<file path="src/rob_params.svh">
`ifndef ROB_PARAMS_SVH
`define ROB_PARAMS_SVH

// reorder buffer geometry

// pair entries held in the buffer
`define ROB_SIZE 16

// pair index width, log2 of ROB_SIZE
`define ROB_IDX_W 4

// per micro-op tag, pair index plus slot bit
`define ROB_TAG_W 5

// address and data path width
`define XLEN 32

`endif

</file>
<file path="src/rob_alloc.sv">
`timescale 1ns/1ns
`include "rob_params.svh"

module rob_alloc (
    input  logic                  clk,
    input  logic                  rst_n,
    input  logic                  flush,
    input  logic                  dispatch_valid,
    input  logic [`ROB_IDX_W-1:0] head,
    output logic                  dispatch_ready,
    output logic                  pause_req,
    output logic                  rob_empty,
    output logic                  alloc_we,
    output logic [`ROB_IDX_W-1:0] tail
);

    localparam logic [`ROB_IDX_W:0] size_c     = `ROB_SIZE;
    localparam logic [`ROB_IDX_W:0] full_level = size_c - 1'b1;

    logic [`ROB_IDX_W:0] v_head;
    logic [`ROB_IDX_W:0] free_cnt;
    logic [`ROB_IDX_W:0] occupancy;
    logic                full;

    // head is lifted by one lap when the live region does not wrap,
    // so v_head - tail always counts free pairs
    assign v_head    = {tail >= head, head};
    assign free_cnt  = v_head - {1'b0, tail};
    assign occupancy = size_c - free_cnt;

    // one pair is always kept free so head == tail means empty
    assign full      = occupancy >= full_level;
    assign rob_empty = head == tail;

    assign dispatch_ready = !full;
    assign pause_req      = full;
    assign alloc_we       = dispatch_valid && dispatch_ready;

    always_ff @(posedge clk or negedge rst_n) begin
        if (!rst_n) begin
            tail <= '0;
        end else if (flush) begin
            tail <= '0;
        end else if (alloc_we) begin
            tail <= tail + 1'b1;
        end
    end

endmodule

</file>
<file path="config.mk">
export PLATFORM = sky130hd
export DESIGN_NAME = rob_alloc
export DESIGN_NICKNAME = d
export VERILOG_FILES = /design/src/rob_alloc.sv
export VERILOG_INCLUDE_DIRS = /design/src /design/src/src
export SDC_FILE = /design/constraint.sdc
export NUM_CORES = 1
export LEC_CHECK = 0
export BUFFER_PORTS_ARGS = -buffer_cell sky130_fd_sc_hd__buf_4
export CORE_AREA = 2 2 39 41
export CTS_CLUSTER_SIZE = 30
export DETAILED_ROUTE_END_ITERATION = 10
export DIE_AREA = 0 0 41 43
export SLEW_MARGIN = 0
export SYNTH_ARGS = -nofsm -noshare
export SYNTH_HDL_FRONTEND = slang
export SYNTH_SLANG_ARGS = --single-unit
</file>
<file path="constraint.sdc">
create_clock -name clk -period 3.3 [get_ports clk]
set_input_delay 0.165 -clock clk [delete_from_list [all_inputs] [get_ports clk]]
set_output_delay 0.165 -clock clk [all_outputs]
set_load 0.1 [all_outputs]
</file>
==> flow_metrics.tcl <==
set metrics [dict create \
    status "completed" \
    synth_seq_cells 4 \
    syn_nets 60 \
    crit_path_start "tail[0]$_DFFE_PN0P_" \
    hp-class "in -> reg" \
    synth_area_um2 465.4 \
    synth_warnings 0 \
    layout_setup_ws_ps 480.0 \
    wl_per_cell_um 10.95 \
    endpoint "pause_req" \
    rrSetupSlack_ps 980 \
    io_pins 16 \
    rsz0062_at_grt "no" \
    die_w_um 41 \
    dieArea_um2 1763 \
    p_per_area_nw_per_um2 485.3 \
    first_iter_violations 0 \
    crit_required_ps 3130 \
    die_h_um 43 \
    hold_slack_ps 124.3 \
    cts_resized 0 \
    wl_um 887 \
    nNetsFinal 80 \
    path_clk_slew_ps 40 \
    grt_start_max_net_pins 8 \
    cts_buffer_depth 2 \
    largest_register "tail" \
    grt_pass1_vias 378 \
    seq_area_frac_synth_pct 21.51 \
    nFillCells 140 \
    cp.arrival_ps 2660 \
    cts_tree "yes" \
    worstPathMaxFanout 5 \
    ant_nets 0 \
    final_cell_mix "15 x buf_4, 7 x inv_1, 5 x ha_1, 4 x nor2_1" \
    grt_usage_pct 11.93 \
    initial_core_util_pct 33.63 \
    r2r_cells 9 \
    slew_headroom_pct 73.17 \
    finalSetupTns_ps 0 \
    num_vias 399 \
    maxCapViolCount 0 \
    antenna_found_initial 0 \
    port_buffers 15 \
    place_hpwl_um 764.1 \
    place_inst 76 \
    reg_top3 "tail (4)" \
    synthCells 46 \
    fmax_ghz 0.3546 \
    drive_gt1_share_pct 47.69 \
    firstDrtPassIters 1 \
    cts-root-buf "clkbuf_4" \
    yosysUniqueCellTypes 26 \
    grt-ovfl-total 0 \
    num_rows 14 \
    drc 0 \
    setup_viol 0 \
    endpoint_kind "output port" \
    layout_commonest_cell "buf_4" \
    slew_violations 0 \
    period_share_pct 85.45 \
    min_period_ps 2820 \
    finalClockSkew_ps 4.151 \
    leakage_uw 0.0003128 \
    largest_reg_flops 4 \
    numCtsBuffers 3 \
    tightest_slew_ps 401.4 \
    avgSynthCellArea_um2 10.12 \
    start_kind "register" \
    gp_congestion 0.5982 \
    place_ws_ps 716.8 \
    final_hold_viol_count 0 \
    final_cells 81 \
    grt_first_pass_wirelength_um 1455 \
    core_area_um2 1384 \
    vias_per_cell 4.926 \
    r2r-end "tail[3]$_DFFE_PN0P_" \
    ir_drop_uv 242.5 \
    crit_type "reg -> out" \
    clock_latency_ps 230 \
    diodes 0 \
    syn_to_final_growth_pct 35.22 \
    timing.rr.start "tail[0]$_DFFE_PN0P_" \
    cts-htree-levels 1 \
    clock-sinks 4 \
]
[layout make-up]
type	count	area, um2	area share, %
multi-input cells	33	325.3	51.69
repair buffers	16	122.6	19.48
flip-flops and latches	4	101.3	16.10
inverters	8	33.78	5.368
clock buffers	4	26.28	4.175
well taps	16	20.02	3.181
[critical path, stage by stage (launching register included)]
cell and delay (ps):
dfrtp_2 420, inv_1 60, ha_1 140, inv_1 50, fa_1 490, or2b_2 320
a2111oi_4 350, nor2_1 100, o21a_2 150, clkinvlp_4 60, buf_4 270
[logic make-up after synthesis]
group | share of synthesized area, %
fa+ha+maj | 17.74
simple gates | 20.97
xor+xnor | 5.378
flops | 21.51
buf+inv | 8.871
compound gates | 23.39
mux | 2.151
[synthesized netlist by cell type]
cell / n / area share [%]
a2111oi_4: 1 / 5.9
o21a_1: 1 / 1.6
mux2i_1: 1 / 2.2
nand3_1: 1 / 1.1
a21oi_2: 2 / 3.8
nor3_4: 1 / 3.5
or2b_2: 1 / 1.9
nand3b_1: 1 / 1.6
a31o_1: 1 / 1.9
o21ai_0: 1 / 1.1
dfrtp_1: 4 / 22
nand2b_1: 1 / 1.3
a21o_1: 2 / 3.2
nor4b_2: 1 / 3.2
a221o_2: 2 / 4.8
xnor2_1: 1 / 1.9
inv_1: 8 / 6.5
xnor2_2: 1 / 3.5
and3_1: 1 / 1.3
nor2_1: 4 / 3.2
nand4_1: 1 / 1.3
buf_6: 1 / 2.4
fa_1: 1 / 4.3
nand3b_2: 1 / 2.4
ha_1: 5 / 13
a21oi_1: 1 / 1.1
[how the worst min path moves through the flow]
stage	slack, ps	end	from	cells after the start
2_1_floorplan	-130	tail[0]$_DFFE_PN0P_	rst_n	0
3_3_place_gp	-40	tail[3]$_DFFE_PN0P_	rst_n	1
3_5_place_dp	-40	tail[3]$_DFFE_PN0P_	rst_n	1
4_1_cts	110	tail[3]$_DFFE_PN0P_	flush	2
5_1_grt	120	tail[3]$_DFFE_PN0P_	flush	2
6_report	120	tail[3]$_DFFE_PN0P_	flush	2
[metrics by stage]
stage / power (uW) / cell area (um2) / utilization [%]
2_1_floorplan: 206.3 / 471.7 / -
5_1_grt: 322.2 / 629.4 / 45.48
3_3_place_gp: 239.2 / 593.1 / 42.86
6_report: 305.4 / 629.4 / 45.48
4_1_cts: 312.1 / 629.4 / 45.48
3_5_place_dp: 241.3 / 593.1 / 42.86
[power breakdown]
part	internal, uW	switching (uW)	leakage, uW
clock network	45.4	20.2	0.0000150
logic	54.5	125	0.000245
registers	53.8	6.26	0.0000531
total	154	152	0.000313
[timing repair]
| action | CTS | global route |
|---|---|---|
| endpoints found under the hold margin | 4 | 0 |
| hold buffers | 1 | 0 |
| buffers inserted | 0 | 0 |
[routing by layer]
layer	GRT usage (%)	share of wire, %	vias to the layer above
met5	0	0	-
met4	8.000	0	0
met3	0	2.5	0
met2	19.69	56	7
met1	14.14	41	191
li1	-	-	201
No activity file was read; power rests on OpenSTA's default activity.
