==> config.mk <==
export PLATFORM = sky130hd
export DESIGN_NAME = rob_entry_bank
export DESIGN_NICKNAME = d
export VERILOG_FILES = /design/src/uop_pkg.sv /design/src/rob_port_pkg.sv /design/src/rob_entry_bank.sv
export VERILOG_INCLUDE_DIRS = /design/src /design/src/src
export SDC_FILE = /design/constraint.sdc
export NUM_CORES = 2
export LEC_CHECK = 0
export BUFFER_PORTS_ARGS = -buffer_cell sky130_fd_sc_hd__buf_2
export CORE_UTILIZATION = 35
export CTS_CLUSTER_DIAMETER = 80
export CTS_CLUSTER_SIZE = 16
export DETAILED_ROUTE_END_ITERATION = 7
export PLACE_DENSITY_LB_ADDON = 0.05
export REMOVE_ABC_BUFFERS = 1
export SYNTH_ARGS = -nofsm -noshare
export SYNTH_HDL_FRONTEND = slang
export SYNTH_SLANG_ARGS = --single-unit
==> constraint.sdc <==
create_clock -name clk -period 3.69 [get_ports clk]
set_clock_uncertainty 0.05 [all_clocks]
set_input_delay 0.1845 -clock clk [delete_from_list [all_inputs] [get_ports clk]]
set_output_delay 0.1845 -clock clk [all_outputs]
set_load 0.02 [all_outputs]
==> src/rob_params.svh <==
`ifndef ROB_PARAMS_SVH
`define ROB_PARAMS_SVH

// reorder buffer geometry

// pair entries held in the buffer
`define ROB_SIZE 16

// pair index width, log2 of ROB_SIZE
`define ROB_IDX_W 4

// per micro-op tag, pair index plus slot bit
`define ROB_TAG_W 5

// address and data path width
`define XLEN 32

`endif

==> src/uop_pkg.sv <==
`include "rob_params.svh"

package uop_pkg;

    // coarse opcode class, picks the execution unit
    typedef enum logic [2:0] {
        op_alu    = 3'd0,
        op_branch = 3'd1,
        op_mdu    = 3'd2,
        op_load   = 3'd3,
        op_store  = 3'd4
    } op_class_e;

    // recorded exception cause
    typedef enum logic [3:0] {
        exc_none     = 4'd0,
        exc_overflow = 4'd1,
        exc_adel     = 4'd2,
        exc_ades     = 4'd3,
        exc_syscall  = 4'd4,
        exc_break    = 4'd5,
        exc_ri       = 4'd6
    } exc_e;

    // one micro-op as stored in a ROB slot
    typedef struct packed {
        logic                  valid;
        logic                  busy;
        logic                  committed;
        op_class_e             op_class;
        logic [`ROB_TAG_W-1:0] tag;
        logic [`XLEN-1:0]      pc;
        logic [4:0]            dest;
        logic                  branch_taken;
        logic [`XLEN-1:0]      branch_addr;
        logic                  cause_exc;
        exc_e                  exception;
    } uop_t;

endpackage

==> src/rob_port_pkg.sv <==
`include "rob_params.svh"

package rob_port_pkg;

    // pair delivered by dispatch, one ROB index for both
    typedef struct packed {
        uop_pkg::uop_t uop0;
        uop_pkg::uop_t uop1;
    } dispatch_pair_t;

    // completion strobe from one execution unit
    typedef struct packed {
        logic                  finish;
        logic [`ROB_TAG_W-1:0] tag;
        logic                  set_branch;
        logic                  branch_taken;
        logic [`XLEN-1:0]      branch_addr;
        logic                  set_exc;
        uop_pkg::exc_e         exc;
    } fu_report_t;

    // head pair offered to retire
    // take0/take1 flag the slots retiring on this handshake
    typedef struct packed {
        uop_pkg::uop_t uop0;
        uop_pkg::uop_t uop1;
        logic          take0;
        logic          take1;
    } commit_bundle_t;

endpackage

==> src/rob_entry_bank.sv <==
`timescale 1ns/1ns
`include "rob_params.svh"

module rob_entry_bank
    import uop_pkg::*;
    import rob_port_pkg::*;
#(
    parameter int bank_slot = 0
) (
    input  logic                  clk,
    input  logic                  rst_n,
    input  logic                  flush,
    input  logic                  alloc_we,
    input  logic [`ROB_IDX_W-1:0] tail,
    input  uop_t                  dispatch_uop,
    input  fu_report_t            alu0_report,
    input  fu_report_t            alu1_report,
    input  fu_report_t            mdu_report,
    input  fu_report_t            lsu_report,
    input  logic [`ROB_IDX_W-1:0] head,
    input  logic                  commit_mark,
    output uop_t                  head_uop
);

    localparam int  num_reports = 4;
    localparam bit  slot_bit    = 1'(bank_slot);

    // report order is alu0, alu1, mdu, lsu
    // only the ALUs carry branch outcomes
    localparam logic [num_reports-1:0] may_branch = 4'b0011;
    // the multiply/divide unit never raises an exception
    localparam logic [num_reports-1:0] may_exc    = 4'b1011;

    uop_t                  entries    [`ROB_SIZE];
    fu_report_t            reports    [num_reports];
    logic [`ROB_IDX_W-1:0] report_idx [num_reports];
    logic                  report_hit [num_reports];

    assign reports[0] = alu0_report;
    assign reports[1] = alu1_report;
    assign reports[2] = mdu_report;
    assign reports[3] = lsu_report;

    // pair index from tag, low bit picks the column
    always_comb begin
        for (int p = 0; p < num_reports; p++) begin
            report_idx[p] = reports[p].tag[`ROB_TAG_W-1:1];
            report_hit[p] = reports[p].finish && (reports[p].tag[0] == slot_bit);
        end
    end

    always_ff @(posedge clk or negedge rst_n) begin
        if (!rst_n) begin
            entries <= '{default: '0};
        end else if (flush) begin
            entries <= '{default: '0};
        end else begin
            // new micro-op at the tail, tag assigned here
            if (alloc_we) begin
                entries[tail]           <= dispatch_uop;
                entries[tail].tag       <= {tail, slot_bit};
                entries[tail].committed <= 1'b0;
            end

            // completions, each one for a distinct in-flight tag
            for (int p = 0; p < num_reports; p++) begin
                if (report_hit[p]) begin
                    entries[report_idx[p]].busy <= 1'b0;
                    if (may_branch[p] && reports[p].set_branch) begin
                        entries[report_idx[p]].branch_taken <= reports[p].branch_taken;
                        entries[report_idx[p]].branch_addr  <= reports[p].branch_addr;
                    end
                    if (may_exc[p] && reports[p].set_exc) begin
                        entries[report_idx[p]].cause_exc <= 1'b1;
                        entries[report_idx[p]].exception <= reports[p].exc;
                    end
                end
            end

            // retire marks the head slot so a split pair is not offered twice
            if (commit_mark) begin
                entries[head].committed <= 1'b1;
            end
        end
    end

    assign head_uop = entries[head];

endmodule

==> results.txt <==
The most used flip-flop cell after synthesis is sky130_fd_sc_hd__dfrtp_1. Pin placement for this block handled 365 I/O pins. The iteration-0 DRC count of the detailed router is 9,801, and the total power after layout is 34,240 uW.

The synthesized netlist devotes 0% of its cell area to adder and majority cells. Counting flops with an async set or reset pin after synthesis yields a share of 100.0%. The net count of the finished layout is 8,159.

The tools report the number of global-route vias before repair as 71.58k. Averaged over all synthesized cells, the footprint is 9.562 um2. The synthesized netlist devotes 19.62% of its cell area to compound gates. The register ranked first by flip-flop count was entries. The checks that failed: design-rule violations. In this run the biggest area consumer among cell types represents 45.09% of the synthesized area. The clock reaches the later pin of the worst-skew pair after 0.82 ns. After detailed routing, the total wire length is 385.0 mm. The worst pin sits at a relative slew slack of 9.513%. The x dimension of the die is 469.1 um, and the simple logic cell fraction of the synthesized area is 17.23%. The post-synthesis share of cell area spent on xor and xnor gates came out at 0%.

The netlist uses 67 different library cells. By area the synthesized netlist is led by sky130_fd_sc_hd__dfrtp_1, sky130_fd_sc_hd__mux4_2, sky130_fd_sc_hd__nand2_1. The first global-routing pass estimated 546.8 mm of wire.

By startpoint and endpoint, the worst setup path is classified as input pin to register. For this design the ratio of total power to cell area is 389.7 mW/mm2. The signal on the critical path passes through dlygate4sd3_1 -> buf_2 -> nor4bb_4 -> dlygate4sd3_1 -> buf_4 -> nand3_1 -> o211ai_1 -> dlygate4sd3_1 -> a2111oi_0 -> dlygate4sd3_1.

The capture instance of the worst register-to-register path was entries[344]$_DFF_PN0_. Entering global routing, the biggest net connects 210 pins. Global routing finished with a remaining overflow of 0. Counting flops with a built-in enable in the synthesized netlist gives 0. The routability-driven placement congestion ratio came out at 0.9092. Measured in cells, the most critical reg-to-reg path has a length of 4.

The worst hold path begins at head[0]. The path class of the tightest hold or removal check is input pin to register. The register with the most flip-flops in the layout has 1,376 of them. The slowest stage of the critical path is the sky130_fd_sc_hd__dlygate4sd3_1 cell. The run gives 35.20% as the starting density of the core. The sequential share of the synthesized area came out at 45.09%. The synthesized design spends more area on one cell type than any other, namely sky130_fd_sc_hd__dfrtp_1. In the final layout, the share of cells above drive strength 1 is 16.82%. Setup repair after global routing left no endpoint under its margin. The critical path starts at lsu_report[41]. At the pin with the least slew margin, the transition time is 1.357 ns. For the worst setup path, the data arrival time is 3.96 ns. The worst hold path terminates at entries[1287]$_DFF_PN0_. Once detailed placement completed, the half-perimeter wirelength came to 207.7 mm. Before antenna repair, the detailed router went through 8 iterations.

Once placement completed, the tool counted placed cells totaling 10.40k. The flip-flop and latch count after synthesis is 1,376, and the number of buffers on the longest clock path is 3. At the end of the flow the core is filled with cells to 40.50%.

The count of cells in the finished layout, fillers not included, comes to 10.84k. From synthesis to final layout, the design area changed by 15.06%. The detail route stage leaves a number of antenna-violating nets equal to 0. The row count came out at 171. In the final layout, the registers with the most flip-flops are entries: 1376 flops. The flow ran to the end, but the final reports show violations.

Worst endpoint required time: 4.35 ns. In this run the vertical extent of the chip is 469.1 um. The tools report the kind of launch point of the worst setup path as an input pin. The routed layout has 72.49k vias. The initial antenna violation count was 34; the largest stage delay on the critical path was 0.90 ns. Number of cells on the worst hold path: 5. Of all nets on the critical path, the largest fanout is 8. Clock-pin slew was measured on the worst setup and hold paths at 0.07 ns.

The number of buffers added on ports came out at 285. Using the TritonRoute via totals, the vias-per-cell ratio works out to 6.690. For this design the static power due to leakage is 0.03687 uW. In this run the cell area of the synthesized design comes to 0.07636 mm2.

Static timing analysis puts the maximum clock frequency at 303.2 MHz. TritonCTS built the clock tree. Counting both buffers and inverters, the worst setup path holds a total of 6.

The tools report the setup slack on the worst flop-to-flop path as 1.98 ns. The portion of synthesized area spent on multiplexers is 12.90%. Setup violations remaining at the end of the flow were counted as 0.

The most frequent cell on the critical path is sky130_fd_sc_hd__dlygate4sd3_1. The die covers 0.2201 mm2. Synthesis handed over a netlist of 7,986 instances.

Global routing used 34.37% of the available tracks. The combinational family with the most area after synthesis was compound AO/OA/AOI/OAI gates. The dominant delay contributor by cell family on the critical path was buffers and inverters.

Leaving out fill and tap cells, the most frequent cell in the layout is sky130_fd_sc_hd__nand2_1. The buffer cell driving the clock tree root was sky130_fd_sc_hd__clkbuf_16. The run gives 4 as the count of H-tree levels built during CTS.

For the number of DRC violations after detailed routing, the log shows 31. Worst flop-to-flop path startpoint: entries[344]$_DFF_PN0_. The endpoint kind of the worst setup timing path was a register. For the finished layout, the period the worst path requires is 3.298 ns. In the layout the commonest cells are sky130_fd_sc_hd__nand2_1, sky130_fd_sc_hd__dfrtp_1, sky130_fd_sc_hd__a21oi_1.

Across the VDD grid, the largest voltage drop is 0.4300 mV. For the max capacitance violation total, the log shows 0. The core region is 0.2170 mm2. During synthesis, Yosys emitted a total of 0 warnings. The number of hold violations in the final report was 0; the per-cell routed wire length was 35.54 um. In this run, CTS created clock tree buffers numbering 130. The tools report the number of pins with negative max-slew slack in the final report as 0. The portion of the clock cycle consumed by the worst path in the final layout came out at 89.37%. For this design, the sink count on the clock tree is 1,376. Gates resized during post-CTS repair numbered 0.
-- per-stage QoR --
step           hold slack [ns]  setup TNS, ns  area, um2  setup WS, ns
2_1_floorplan          -0.1611       -3313.81      72440        -3.344
3_3_place_gp            0.1833              0      81430        0.8137
3_5_place_dp            0.1739              0      81430        0.7932
4_1_cts               0.007665              0      87830        0.6142
5_1_grt                0.04888              0      87840        0.3810
6_report               0.05437              0      87860        0.3924
-- cell families (layout without fill, tap and decap cells) --
| group | count (synthesis) | after routing |
|---|---|---|
| flops | 1376 | 1376 |
| mux | 446 | 446 |
| buf+inv | 1019 | 1002 |
| other cells | 0 | 12 |
| simple gates | 2913 | 2913 |
| compound gates | 2232 | 2232 |
-- power breakdown --
part | internal (uW) | switching, uW | total [uW]
registers | 15300 | 136 | 15500
clock network | 7940 | 6810 | 14700
logic | 1150 | 2890 | 4040
-- Yosys cell counts, drive strengths merged (27+ instances only) --
library cell and n:
o22ai 179, a31oi 61, nand3 85, nand2 1474
o32ai 403, a211o 31, clkbuf 867, and3 613
o21bai 29, a21oi 667, a211oi 543, dfrtp 1376
buf 146, mux4 430, nor3 27, o21ai 192
nor2 598
-- how the worst max path moves through the flow --
stage,to,slack [ns],depth (start not counted)
after floorplan,entries[639]$_DFF_PN0_,-3.34,4
after global placement,entries[1287]$_DFF_PN0_,0.81,6
after detailed placement,entries[639]$_DFF_PN0_,0.79,6
after CTS,entries[170]$_DFF_PN0_,0.61,10
after global routing,entries[170]$_DFF_PN0_,0.38,10
final,entries[170]$_DFF_PN0_,0.39,10
-- worst reg2reg max path, stage by stage (launching register included) --
cell and delay [ns]:
sky130_fd_sc_hd__dfrtp_1 0.35, sky130_fd_sc_hd__a21boi_0 0.23, sky130_fd_sc_hd__o21ai_0 0.15, sky130_fd_sc_hd__a311oi_1 0.26
sky130_fd_sc_hd__dlygate4sd3_1 0.60
-- area by class of cell --
cell class | count | area (um2)
Antenna cell | 12 | 30.03
Clock buffer | 167 | 3744
Clock inverter | 54 | 635.6
Fill cell | 21129 | 129100
Inverter | 6 | 25.02
Multi-Input combinational cell | 5591 | 38670
Sequential cell | 1376 | 34430
Tap cell | 2854 | 3571
Timing Repair Buffer | 775 | 6753
-- per-layer routing --
layer,vias up,share of wire [%],global-route usage (%)
met5,-,0.088,0
met4,40,4.3,13.78
met3,992,11,9.958
met2,4692,43,49.75
met1,37428,42,48.03
li1,29338,-,-
-- timing repair --
item	4_1_cts	5_1_grt
hold buffers	201	0
setup buffers	0	0
hold endpoints to repair	2242	0
setup endpoints to repair	0	0
Power figures use the tool's default switching activity.
