===== src/rob_params.svh =====
`ifndef ROB_PARAMS_SVH
`define ROB_PARAMS_SVH

// reorder buffer geometry

// pair entries held in the buffer
`define ROB_SIZE 16

// pair index width, log2 of ROB_SIZE
`define ROB_IDX_W 4

// per micro-op tag, pair index plus slot bit
`define ROB_TAG_W 5

// address and data path width
`define XLEN 32

`endif


===== src/uop_pkg.sv =====
`include "rob_params.svh"

package uop_pkg;

    // coarse opcode class, picks the execution unit
    typedef enum logic [2:0] {
        op_alu    = 3'd0,
        op_branch = 3'd1,
        op_mdu    = 3'd2,
        op_load   = 3'd3,
        op_store  = 3'd4
    } op_class_e;

    // recorded exception cause
    typedef enum logic [3:0] {
        exc_none     = 4'd0,
        exc_overflow = 4'd1,
        exc_adel     = 4'd2,
        exc_ades     = 4'd3,
        exc_syscall  = 4'd4,
        exc_break    = 4'd5,
        exc_ri       = 4'd6
    } exc_e;

    // one micro-op as stored in a ROB slot
    typedef struct packed {
        logic                  valid;
        logic                  busy;
        logic                  committed;
        op_class_e             op_class;
        logic [`ROB_TAG_W-1:0] tag;
        logic [`XLEN-1:0]      pc;
        logic [4:0]            dest;
        logic                  branch_taken;
        logic [`XLEN-1:0]      branch_addr;
        logic                  cause_exc;
        exc_e                  exception;
    } uop_t;

endpackage


===== src/rob_port_pkg.sv =====
`include "rob_params.svh"

package rob_port_pkg;

    // pair delivered by dispatch, one ROB index for both
    typedef struct packed {
        uop_pkg::uop_t uop0;
        uop_pkg::uop_t uop1;
    } dispatch_pair_t;

    // completion strobe from one execution unit
    typedef struct packed {
        logic                  finish;
        logic [`ROB_TAG_W-1:0] tag;
        logic                  set_branch;
        logic                  branch_taken;
        logic [`XLEN-1:0]      branch_addr;
        logic                  set_exc;
        uop_pkg::exc_e         exc;
    } fu_report_t;

    // head pair offered to retire
    // take0/take1 flag the slots retiring on this handshake
    typedef struct packed {
        uop_pkg::uop_t uop0;
        uop_pkg::uop_t uop1;
        logic          take0;
        logic          take1;
    } commit_bundle_t;

endpackage


===== src/rob_commit_ctrl.sv =====
`timescale 1ns/1ns
`include "rob_params.svh"

module rob_commit_ctrl
    import uop_pkg::*;
    import rob_port_pkg::*;
(
    input  logic                  clk,
    input  logic                  rst_n,
    input  logic                  flush,
    input  logic                  rob_empty,
    input  uop_t                  head_uop0,
    input  uop_t                  head_uop1,
    input  logic                  commit_ready,
    output logic [`ROB_IDX_W-1:0] head,
    output logic                  commit_valid,
    output logic                  commit_mark0,
    output logic                  commit_mark1,
    output commit_bundle_t        commit_bundle
);

    logic clear0;
    logic good0;
    logic good1;
    logic fire;
    logic done0;
    logic done1;

    // slot 0 out of the way already
    assign clear0 = !head_uop0.valid || head_uop0.committed;

    assign good0 = head_uop0.valid && !head_uop0.committed && !head_uop0.busy;

    // slot 1 may only go with slot 0 or after it
    // ready is kept out of this so the bundle holds under back-pressure
    assign good1 = head_uop1.valid && !head_uop1.committed && !head_uop1.busy &&
                   (clear0 || good0);

    assign commit_valid = (good0 || good1) && !rob_empty;
    assign fire         = commit_valid && commit_ready;

    assign commit_mark0 = fire && good0;
    assign commit_mark1 = fire && good1;

    assign commit_bundle.uop0  = head_uop0;
    assign commit_bundle.uop1  = head_uop1;
    assign commit_bundle.take0 = good0;
    assign commit_bundle.take1 = good1;

    // both slots finished with, now or earlier
    assign done0 = clear0 || commit_mark0;
    assign done1 = !head_uop1.valid || head_uop1.committed || commit_mark1;

    always_ff @(posedge clk or negedge rst_n) begin
        if (!rst_n) begin
            head <= '0;
        end else if (flush) begin
            head <= '0;
        end else if (done0 && done1 && !rob_empty) begin
            head <= head + 1'b1;
        end
    end

endmodule


===== config.mk =====
export PLATFORM = sky130hd
export DESIGN_NAME = rob_commit_ctrl
export DESIGN_NICKNAME = d
export VERILOG_FILES = /design/src/uop_pkg.sv /design/src/rob_port_pkg.sv /design/src/rob_commit_ctrl.sv
export VERILOG_INCLUDE_DIRS = /design/src /design/src/src
export SDC_FILE = /design/constraint.sdc
export NUM_CORES = 1
export LEC_CHECK = 0
export ABC_AREA = 1
export ABC_CLOCK_PERIOD_IN_PS = 1100
export BUFFER_PORTS_ARGS = -buffer_cell sky130_fd_sc_hd__buf_2
export CORE_AREA = 4 4 136 138
export CTS_BUF_LIST = sky130_fd_sc_hd__clkbuf_8
export CTS_CLUSTER_SIZE = 28
export DETAILED_ROUTE_END_ITERATION = 6
export DIE_AREA = 0 0 140 142
export PLACE_DENSITY = 0.45
export SYNTH_ARGS = -nofsm -noshare
export SYNTH_HDL_FRONTEND = slang
export SYNTH_SLANG_ARGS = --single-unit

===== constraint.sdc =====
create_clock -name clk -period 1.1 [get_ports clk]
set_input_delay 0.22 -clock clk [delete_from_list [all_inputs] [get_ports clk]]
set_output_delay 0.22 -clock clk [all_outputs]
set_load 0.005 [all_outputs]

==> results.md, run 1 <==
* Fraction of final layout cells sized beyond drive strength 1 at a little under three quarters
* Crit Reg-Reg Startpoint: head[0]
* Global router's overall resource usage at 3.926%
* Critical-path cell with the highest stage delay: nand3b_4
* Combinational Power Share at between 30 and 40%
* CP peak stage delay at 0.19 ns
* Register ranked first by flip-flop count: head
* Met2 Routed Length at 1838 um
* Congestion Overflow GR at 0
* Vias at 723
* Power per Cell Area at 644.8 mW/mm^2
* Minimum clock period at around 1.2 ns
* Max Cap Viol at 0
* Highest routed layer: met5
* Data arrival time at the worst-slack endpoint at 0.96 ns
* Launching element type of the critical path: primary input
* Diodes inserted at 0
* Count of pins on the block boundary at between 300 and 400
* Net switching power at 0.0001959 W
* Worst r2r path cells at 4
* Sum Neg Setup Slack at -0.1605 ns
* Yosys reg bits at 4
* Number of rows created at floorplan at between 40 and 50
* Count of clock tree sinks at 4
* Share of power burned in registers at 23.5%
* Total Nets Final at 267
* Die width at between 100 and 150 um
* Start-to-end type of the worst setup path: in2out
* Nets in the synthesized netlist at 398
* Vias in the first global route at between 700 and 800
* Worst-path clk slew at 0.03 ns
* Root Driver: clkbuf_8
* Registers with the most flip-flops: head: 4 flops
* Gate count after technology mapping at 220
* Unrepaired setup endpoints after global routing: true
* Transition time at the pin with the least slew margin at 0.3045 ns
* Setup WS post-layout at -0.07656 ns
* Netlist Area Pre-Place at 0.001664 sq mm
* Iteration-0 DRC Markers at 6
* Internal at 0.0004946 W
* Kind of path behind the tightest hold check: in2async
* Critical Path RT at 0.88 ns
* Commonest cells in the netlist: 174 x buf_4, 11 x inv_1, 7 x nand2_1, 7 x nand3_1
* Final Slew Violations at 0
* Wire length of the first global-routing pass at between 5000 and 6000 um
* Count leader, synth: buf_4
* Capturing point of the worst reg2reg path: head[2]
* Insertion delay to the later sink of the worst-skew pair at 0.22 ns
* Final cycle utilization of the critical path at 107.0%
* R2R setup slack at 0.07 ns
* Yosys Warn Count at 0
* Number of nets with antenna violations after detailed routing at 0
* Area after detailed placement at 839.6 sq um
* Endpoint type of the worst setup path: output pin
* Wirelength per Cell at 14.38 um
* Leak pwr at 0.4501 nW
* Proportion of power drawn by the clock network at 45.3%
* Relative area change from synthesis to final layout at -35.64%
* Worst rel slew slack at ~80%
* Overall power at 0.0006906 W
* Count of final hold-check violations at 0
* Wire length on met3 at 1090 um
* Switching power as a share of total power at 28.37%
* Max clock buf depth at 2
* Largest cells by area after synthesis: buf_4 78%, dfrtp_1 6.0%, inv_1 2.5%
* DR pass1 iterations at 4
* Biggest fanout along the worst timing path at 3
* Clock tree skew after final layout at about 0.00017 ns
* Num CTS Buffers at 3
* Top cell type's share of synthesized area at 78.50%
* Initial cell density of the core at 9.688%
* Sequential fraction of the synthesis area at approximately 6%
* Final HPWL DP at 3894 um
* Routability Congestion at 0.6964
* Failing checks: setup timing
* Number of flip-flops in the largest register at 4
* Total length of routed wires at between 4000 and 5000 um
* Port Buffer Count at 25
* TritonCTS clock tree: built
* Length of routed wiring on met1 at 757 um
* Area leader, netlist: buf_4
* Prevailing post-synth register cell: dfrtp_1
* Vertical extent of the die at 142 um
* Achievable Freq at 849.9 MHz
* Avg Vias per Cell at 2.317
* Worst-case vdd ir drop at 427.5 uV
* Number of flops mapped to enable cells by yosys at 0
* Final setup vio count at 5
* Overall die area at 0.01988 sq mm
* Number of distinct standard cells referenced by the synthesized netlist at 17
* Cell with the most instances on the worst path: buf_6
* Remaining routing DRC violations at 0
* Number of antenna violations at the first check in global routing at 1
* Area of all placed cells without fillers at 0.001071 sq mm
* Critical Path, Cell by Cell: buf_6 -> nand3b_4 -> buf_6 -> nand2_4 -> nand4_4 -> inv_1 -> buf_2
* Standard cell core area at 0.01718 sq mm
* Status: finished, violations left
* Share of flip-flops with an asynchronous set or reset after synthesis at 100.0%
* Per-instance average area after synthesis at 7.564 sq um
* Htree depth at 1
* Largest net degree at the start of global routing at 9
## power by group through the flow
| stage | Sequential, W | Combinational [W] | Clock, W |
|---|---|---|---|
| after detailed placement | 0.000162 | 0.000158 | 0 |
| after floorplan | 0.000161 | 0.000566 | 0 |
| final | 0.000162 | 0.000215 | 0.000313 |
| after global routing | 0.000163 | 0.000237 | 0.000332 |
| after CTS | 0.000161 | 0.000178 | 0.000323 |
| after global placement | 0.000162 | 0.000158 | 0 |
## critical path: cells and delay by family
kind / cells / cell delay, ns
and+or+nand+nor: 3 / 0.32
buffers and inverters: 4 / 0.41
## layout by cell type (no fill, tap or decap), drive strengths merged
cell type / count
xnor2: 1
nand3b: 1
nand3: 7
nor2: 4
nand4: 5
xor2: 1
dfrtp: 4
dlygate4sd3: 1
nand2: 9
a31oi: 1
ha: 1
a21oi: 1
inv: 11
clkbuf: 3
buf: 37
## layout make-up
cell class              instances  area (sq um)
clock buffers                   3         41.29
well taps                     225         281.5
multi-input cells              31         312.8
inverters                      11         46.29
flip-flops and latches          4         101.3
repair buffers                 38         287.8
fillers                      2065         16110
## how the worst max path moves through the flow
stage	cells after the start	endpoint	start	slack, ns
6_report	7	commit_mark1	head_uop1[83]	-0.08
5_1_grt	6	commit_mark0	head_uop1[83]	-0.14
4_1_cts	7	commit_mark0	head_uop1[83]	-0.11
3_5_place_dp	9	head[0]	head_uop0[83]	-0.24
3_3_place_gp	10	head[3]	head_uop0[83]	-0.23
2_1_floorplan	4	head[2]	head[0]	0.11
## repair_timing
item,4_1_cts,5_1_grt
hold buffers,1,0
hold endpoints to repair,4,0
pin swaps,3,6
resized for setup,12,29
setup endpoints to repair,9,8
setup buffers,2,2
## per-layer routing
| metal | up-vias | track usage, % |
|---|---|---|
| met4 | 4 | 6.527 |
| met5 | - | 1.196 |
| met3 | 86 | 4.066 |
| li1 | 233 | - |
| met1 | 285 | 1.763 |
| met2 | 115 | 5.520 |
## logic make-up after synthesis
group	Yosys count	share of synthesized area (%)
compound gates	2	0.6766
xor+xnor	2	1.053
fa+ha+maj	1	0.7518
buf+inv	185	80.98
flops	4	6.015
simple gates	26	10.53
## stage by stage
| stage | setup WS (ns) | utilization, % | std cells | hold slack [ns] |
|---|---|---|---|---|
| 3_3_place_gp | -0.2272 | 4.888 | 306 | 0.03602 |
| 2_1_floorplan | 0.1065 | - | 220 | -0.07559 |
| 4_1_cts | -0.1097 | 5.500 | 311 | 0.3351 |
| 3_5_place_dp | -0.2432 | 4.888 | 306 | 0.03415 |
| 5_1_grt | -0.1372 | 6.235 | 312 | 0.3678 |
| 6_report | -0.07656 | 6.235 | 312 | 0.3473 |
Note: power is estimated with default switching activity, not from simulation.
==> run 2: changes to the inputs <==
--- a/config.mk
+++ b/config.mk
@@ -6,15 +6,15 @@
 export SDC_FILE = /design/constraint.sdc
 export NUM_CORES = 1
 export LEC_CHECK = 0
-export ABC_AREA = 1
+export ABC_AREA = 0
 export ABC_CLOCK_PERIOD_IN_PS = 1100
 export BUFFER_PORTS_ARGS = -buffer_cell sky130_fd_sc_hd__buf_2
-export CORE_AREA = 4 4 136 138
+export CORE_AREA = 4 4 137 139
 export CTS_BUF_LIST = sky130_fd_sc_hd__clkbuf_8
 export CTS_CLUSTER_SIZE = 28
 export DETAILED_ROUTE_END_ITERATION = 6
-export DIE_AREA = 0 0 140 142
-export PLACE_DENSITY = 0.45
+export DIE_AREA = 0 0 141 143
+export PLACE_DENSITY = 0.44
 export SYNTH_ARGS = -nofsm -noshare
 export SYNTH_HDL_FRONTEND = slang
 export SYNTH_SLANG_ARGS = --single-unit
==> results.md, run 2 <==
* Status: finished, violations left
* Failing checks: setup timing
* DR pass1 iterations at 2
* Vertical extent of the die at 143 um
* Launching element type of the critical path: primary input
* Biggest fanout along the worst timing path at 3
* Placement Setup Slack at -0.2544 ns
* Area after detailed placement at 750.7 sq um
* Sequential fraction of the synthesis area at 6.255%
* Most frequent cells in the layout: 21 x buf_2, 6 x buf_6, 5 x buf_4, 4 x nor2_1, 4 x dfrtp_1
* Count of buffer and inverter cells on the critical path at 3
* Congestion Overflow GR at 0
* Die width at approximately 140 um
* Family of cells with the greatest summed delay on the critical path: simple AND/OR/NAND/NOR gates
* Nets in the synthesized netlist at 385
* Yosys reg bits at 4
* Total Nets Final at 249
* Total length of routed wires at 3762 um
* Count of clock tree sinks at 4
* Setup WS post-layout at -0.04398 ns
* TritonCTS clock tree: built
* Hold WS at 0.2185 ns
* Final Slew Violations at 0
* Start-to-end type of the worst setup path: in2out
* Critical Path RT at 0.88 ns
* Share of flip-flops with an asynchronous set or reset after synthesis at 100.0%
* Cell with the most instances on the worst path: buf_6
* Largest cells by area after synthesis: buf_4 82%, dfrtp_1 6.3%, nor2_1 1.4%
* First element of the critical path: head_uop0[83]
* Crit Reg-Reg Startpoint: head[0]
* Diodes inserted at 0
* Area of all placed cells without fillers at between 800 and 900 sq um
* Largest net degree at the start of global routing at 7
* Minimum clock period at roughly 1.1 ns
* Vias at just over 600
* Fraction of final layout cells sized beyond drive strength 1 at 63.77%
* Avg Vias per Cell at 2.060
* Top cell type's share of synthesized area at a little over 80%
* Commonest non-fill, non-tap cell in the layout: buf_2
* Registers with the most flip-flops: head: 4 flops
* Number of distinct standard cells referenced by the synthesized netlist at 21
* Hold path startpoint: flush
* Final cycle utilization of the critical path at 104.0%
* Number of flip-flops in the largest register at 4
* Max Cap Viol at 0
* Insertion delay to the later sink of the worst-skew pair at 0.22 ns
* Initial cell density of the core at 9.063%
* Global router's overall resource usage at under 10%
* Number of nets with antenna violations after detailed routing at 0
* Overall power at 0.0006349 W
* Gate count after technology mapping at 207
* Htree depth at 1
* Num CTS Buffers at 3
* Register ranked first by flip-flop count: head
* Iteration-0 DRC Markers at 13
* Wirelength per Cell at 12.62 um
* Critical Path, Cell by Cell: buf_6 -> nand2b_4 -> nor2_4 -> buf_6 -> nor4_4 -> buf_2
* Power per Cell Area at about 710 mW/mm^2
* Critical-path cell with the highest stage delay: nor4_4
* Prevailing post-synth register cell: dfrtp_1
* Achievable Freq at 874.1 MHz
* Overall die area at just over 0.02 sq mm
* Clock tree skew after final layout at 0.002909 ns
* Remaining routing DRC violations at 0
* Relative area change from synthesis to final layout at -43.94%
* Worst-case vdd ir drop at between 700 and 800 uV
* Count of final hold-check violations at 0
* Filler cell count in the final layout at between 2000 and 2500
* Worst-path clk slew at 0.03 ns
* Standard cell core area at about 0.018 sq mm
* Number of flops mapped to enable cells by yosys at 0
* Commonest cells in the netlist: 174 x buf_4, 6 x nor2_1, 4 x a21oi_1, 4 x dfrtp_1
* CP peak stage delay at between 0.15 and 0.2 ns
* Data arrival time at the worst-slack endpoint at 0.92 ns
* Number of rows created at floorplan at 49
* Per-instance average area after synthesis at 7.731 sq um
* Unrepaired setup endpoints after global routing: true
* Netlist Area Pre-Place at ~0.0016 sq mm
* Port Buffer Count at 25
* Worst rel slew slack at a little under nine tenths
* Yosys Warn Count at 0
* Vias in the first global route at 629
* Root Driver: clkbuf_8
* Final setup vio count at 6
* Routability Congestion at 0.6814
* Leak pwr at 0.3235 nW
* Count of pins on the block boundary at 358
* Kind of path behind the tightest hold check: in2reg
* Max clock buf depth at 2
* Area leader, netlist: buf_4
* Final HPWL DP at 3133 um
* Transition time at the pin with the least slew margin at 0.2237 ns
* Count leader, synth: buf_4
* Endpoint type of the worst setup path: output pin
* Number of antenna violations at the first check in global routing at 0
* Wire length of the first global-routing pass at 4471 um
-- run 2: cell count changes in the layout (fill, tap and decap cells not counted), sizes merged, moves of 2 or more --
cell / change
inv: -9
nand2: -9
nand3: -6
buf: -5
nand4: -5
a21oi: +3
nand2b: +3
nor2: +3
nor3: +2
nor4: +2
-- run 2: where the power goes --
group	switching (W)	internal (W)	total, W
combinational	0.0000773	0.0000895	0.000167
sequential	0.00000860	0.000155	0.000164
clock	0.0000716	0.000233	0.000304
-- run 2: metrics by stage --
stage               cells  setup TNS, ns  utilization [%]
finish                298        -0.1135            5.081
global route          298        -0.4385            5.081
CTS                   296       -0.07991            4.776
detailed placement    293         -1.228            4.252
global placement      293         -1.100            4.252
floorplan             207       -0.05537                -
-- run 2: metal layers --
metal	wire [um]	track usage, %
met1	596	1.590
met5	0	0
met4	918	7.751
met3	896	2.880
met2	1351	3.100
-- run 2: what timing repair did --
action | in CTS | in global routing
gates resized for setup | 11 | 7
setup buffers | 0 | 2
endpoints found under the hold margin | 4 | 0
hold buffers | 1 | 0
pin swaps | 2 | 2
endpoints found under the setup margin | 7 | 7
-- run 2: layout make-up --
| class | count | area [sq um] | area share, % |
|---|---|---|---|
| Tap cell | 229 | 286.5 | 31.94 |
| Multi-Input combinational cell | 26 | 237.7 | 26.50 |
| Timing Repair Buffer | 33 | 220.2 | 24.55 |
| Sequential cell | 4 | 100.1 | 11.16 |
| Clock buffer | 3 | 41.29 | 4.603 |
| Inverter | 3 | 11.26 | 1.255 |
-- run 2: logic make-up after synthesis --
logic type                 after synthesis  share of synthesized area (%)
AOI/OAI and AO/OA                        6                          2.346
xor gates and xnor gates                 1                         0.5474
adders and majority gates                1                         0.7817
buffers and inverters                  177                          82.33
DFF                                      4                          6.255
muxes                                    1                         0.6255
and+or+nand+nor                         17                          7.116
-- run 2: worst paths after layout --
path	cells past startpoint	end	slack, ns
setup / recovery	6	commit_mark1	-0.04
hold / removal	2	head[2]	0.22
setup reg to reg	3	head[1]	0.06
hold reg to reg	3	head[3]	0.56
max in group asynchronous	2	head[0]	0.64
min in group asynchronous	2	head[3]	0.33
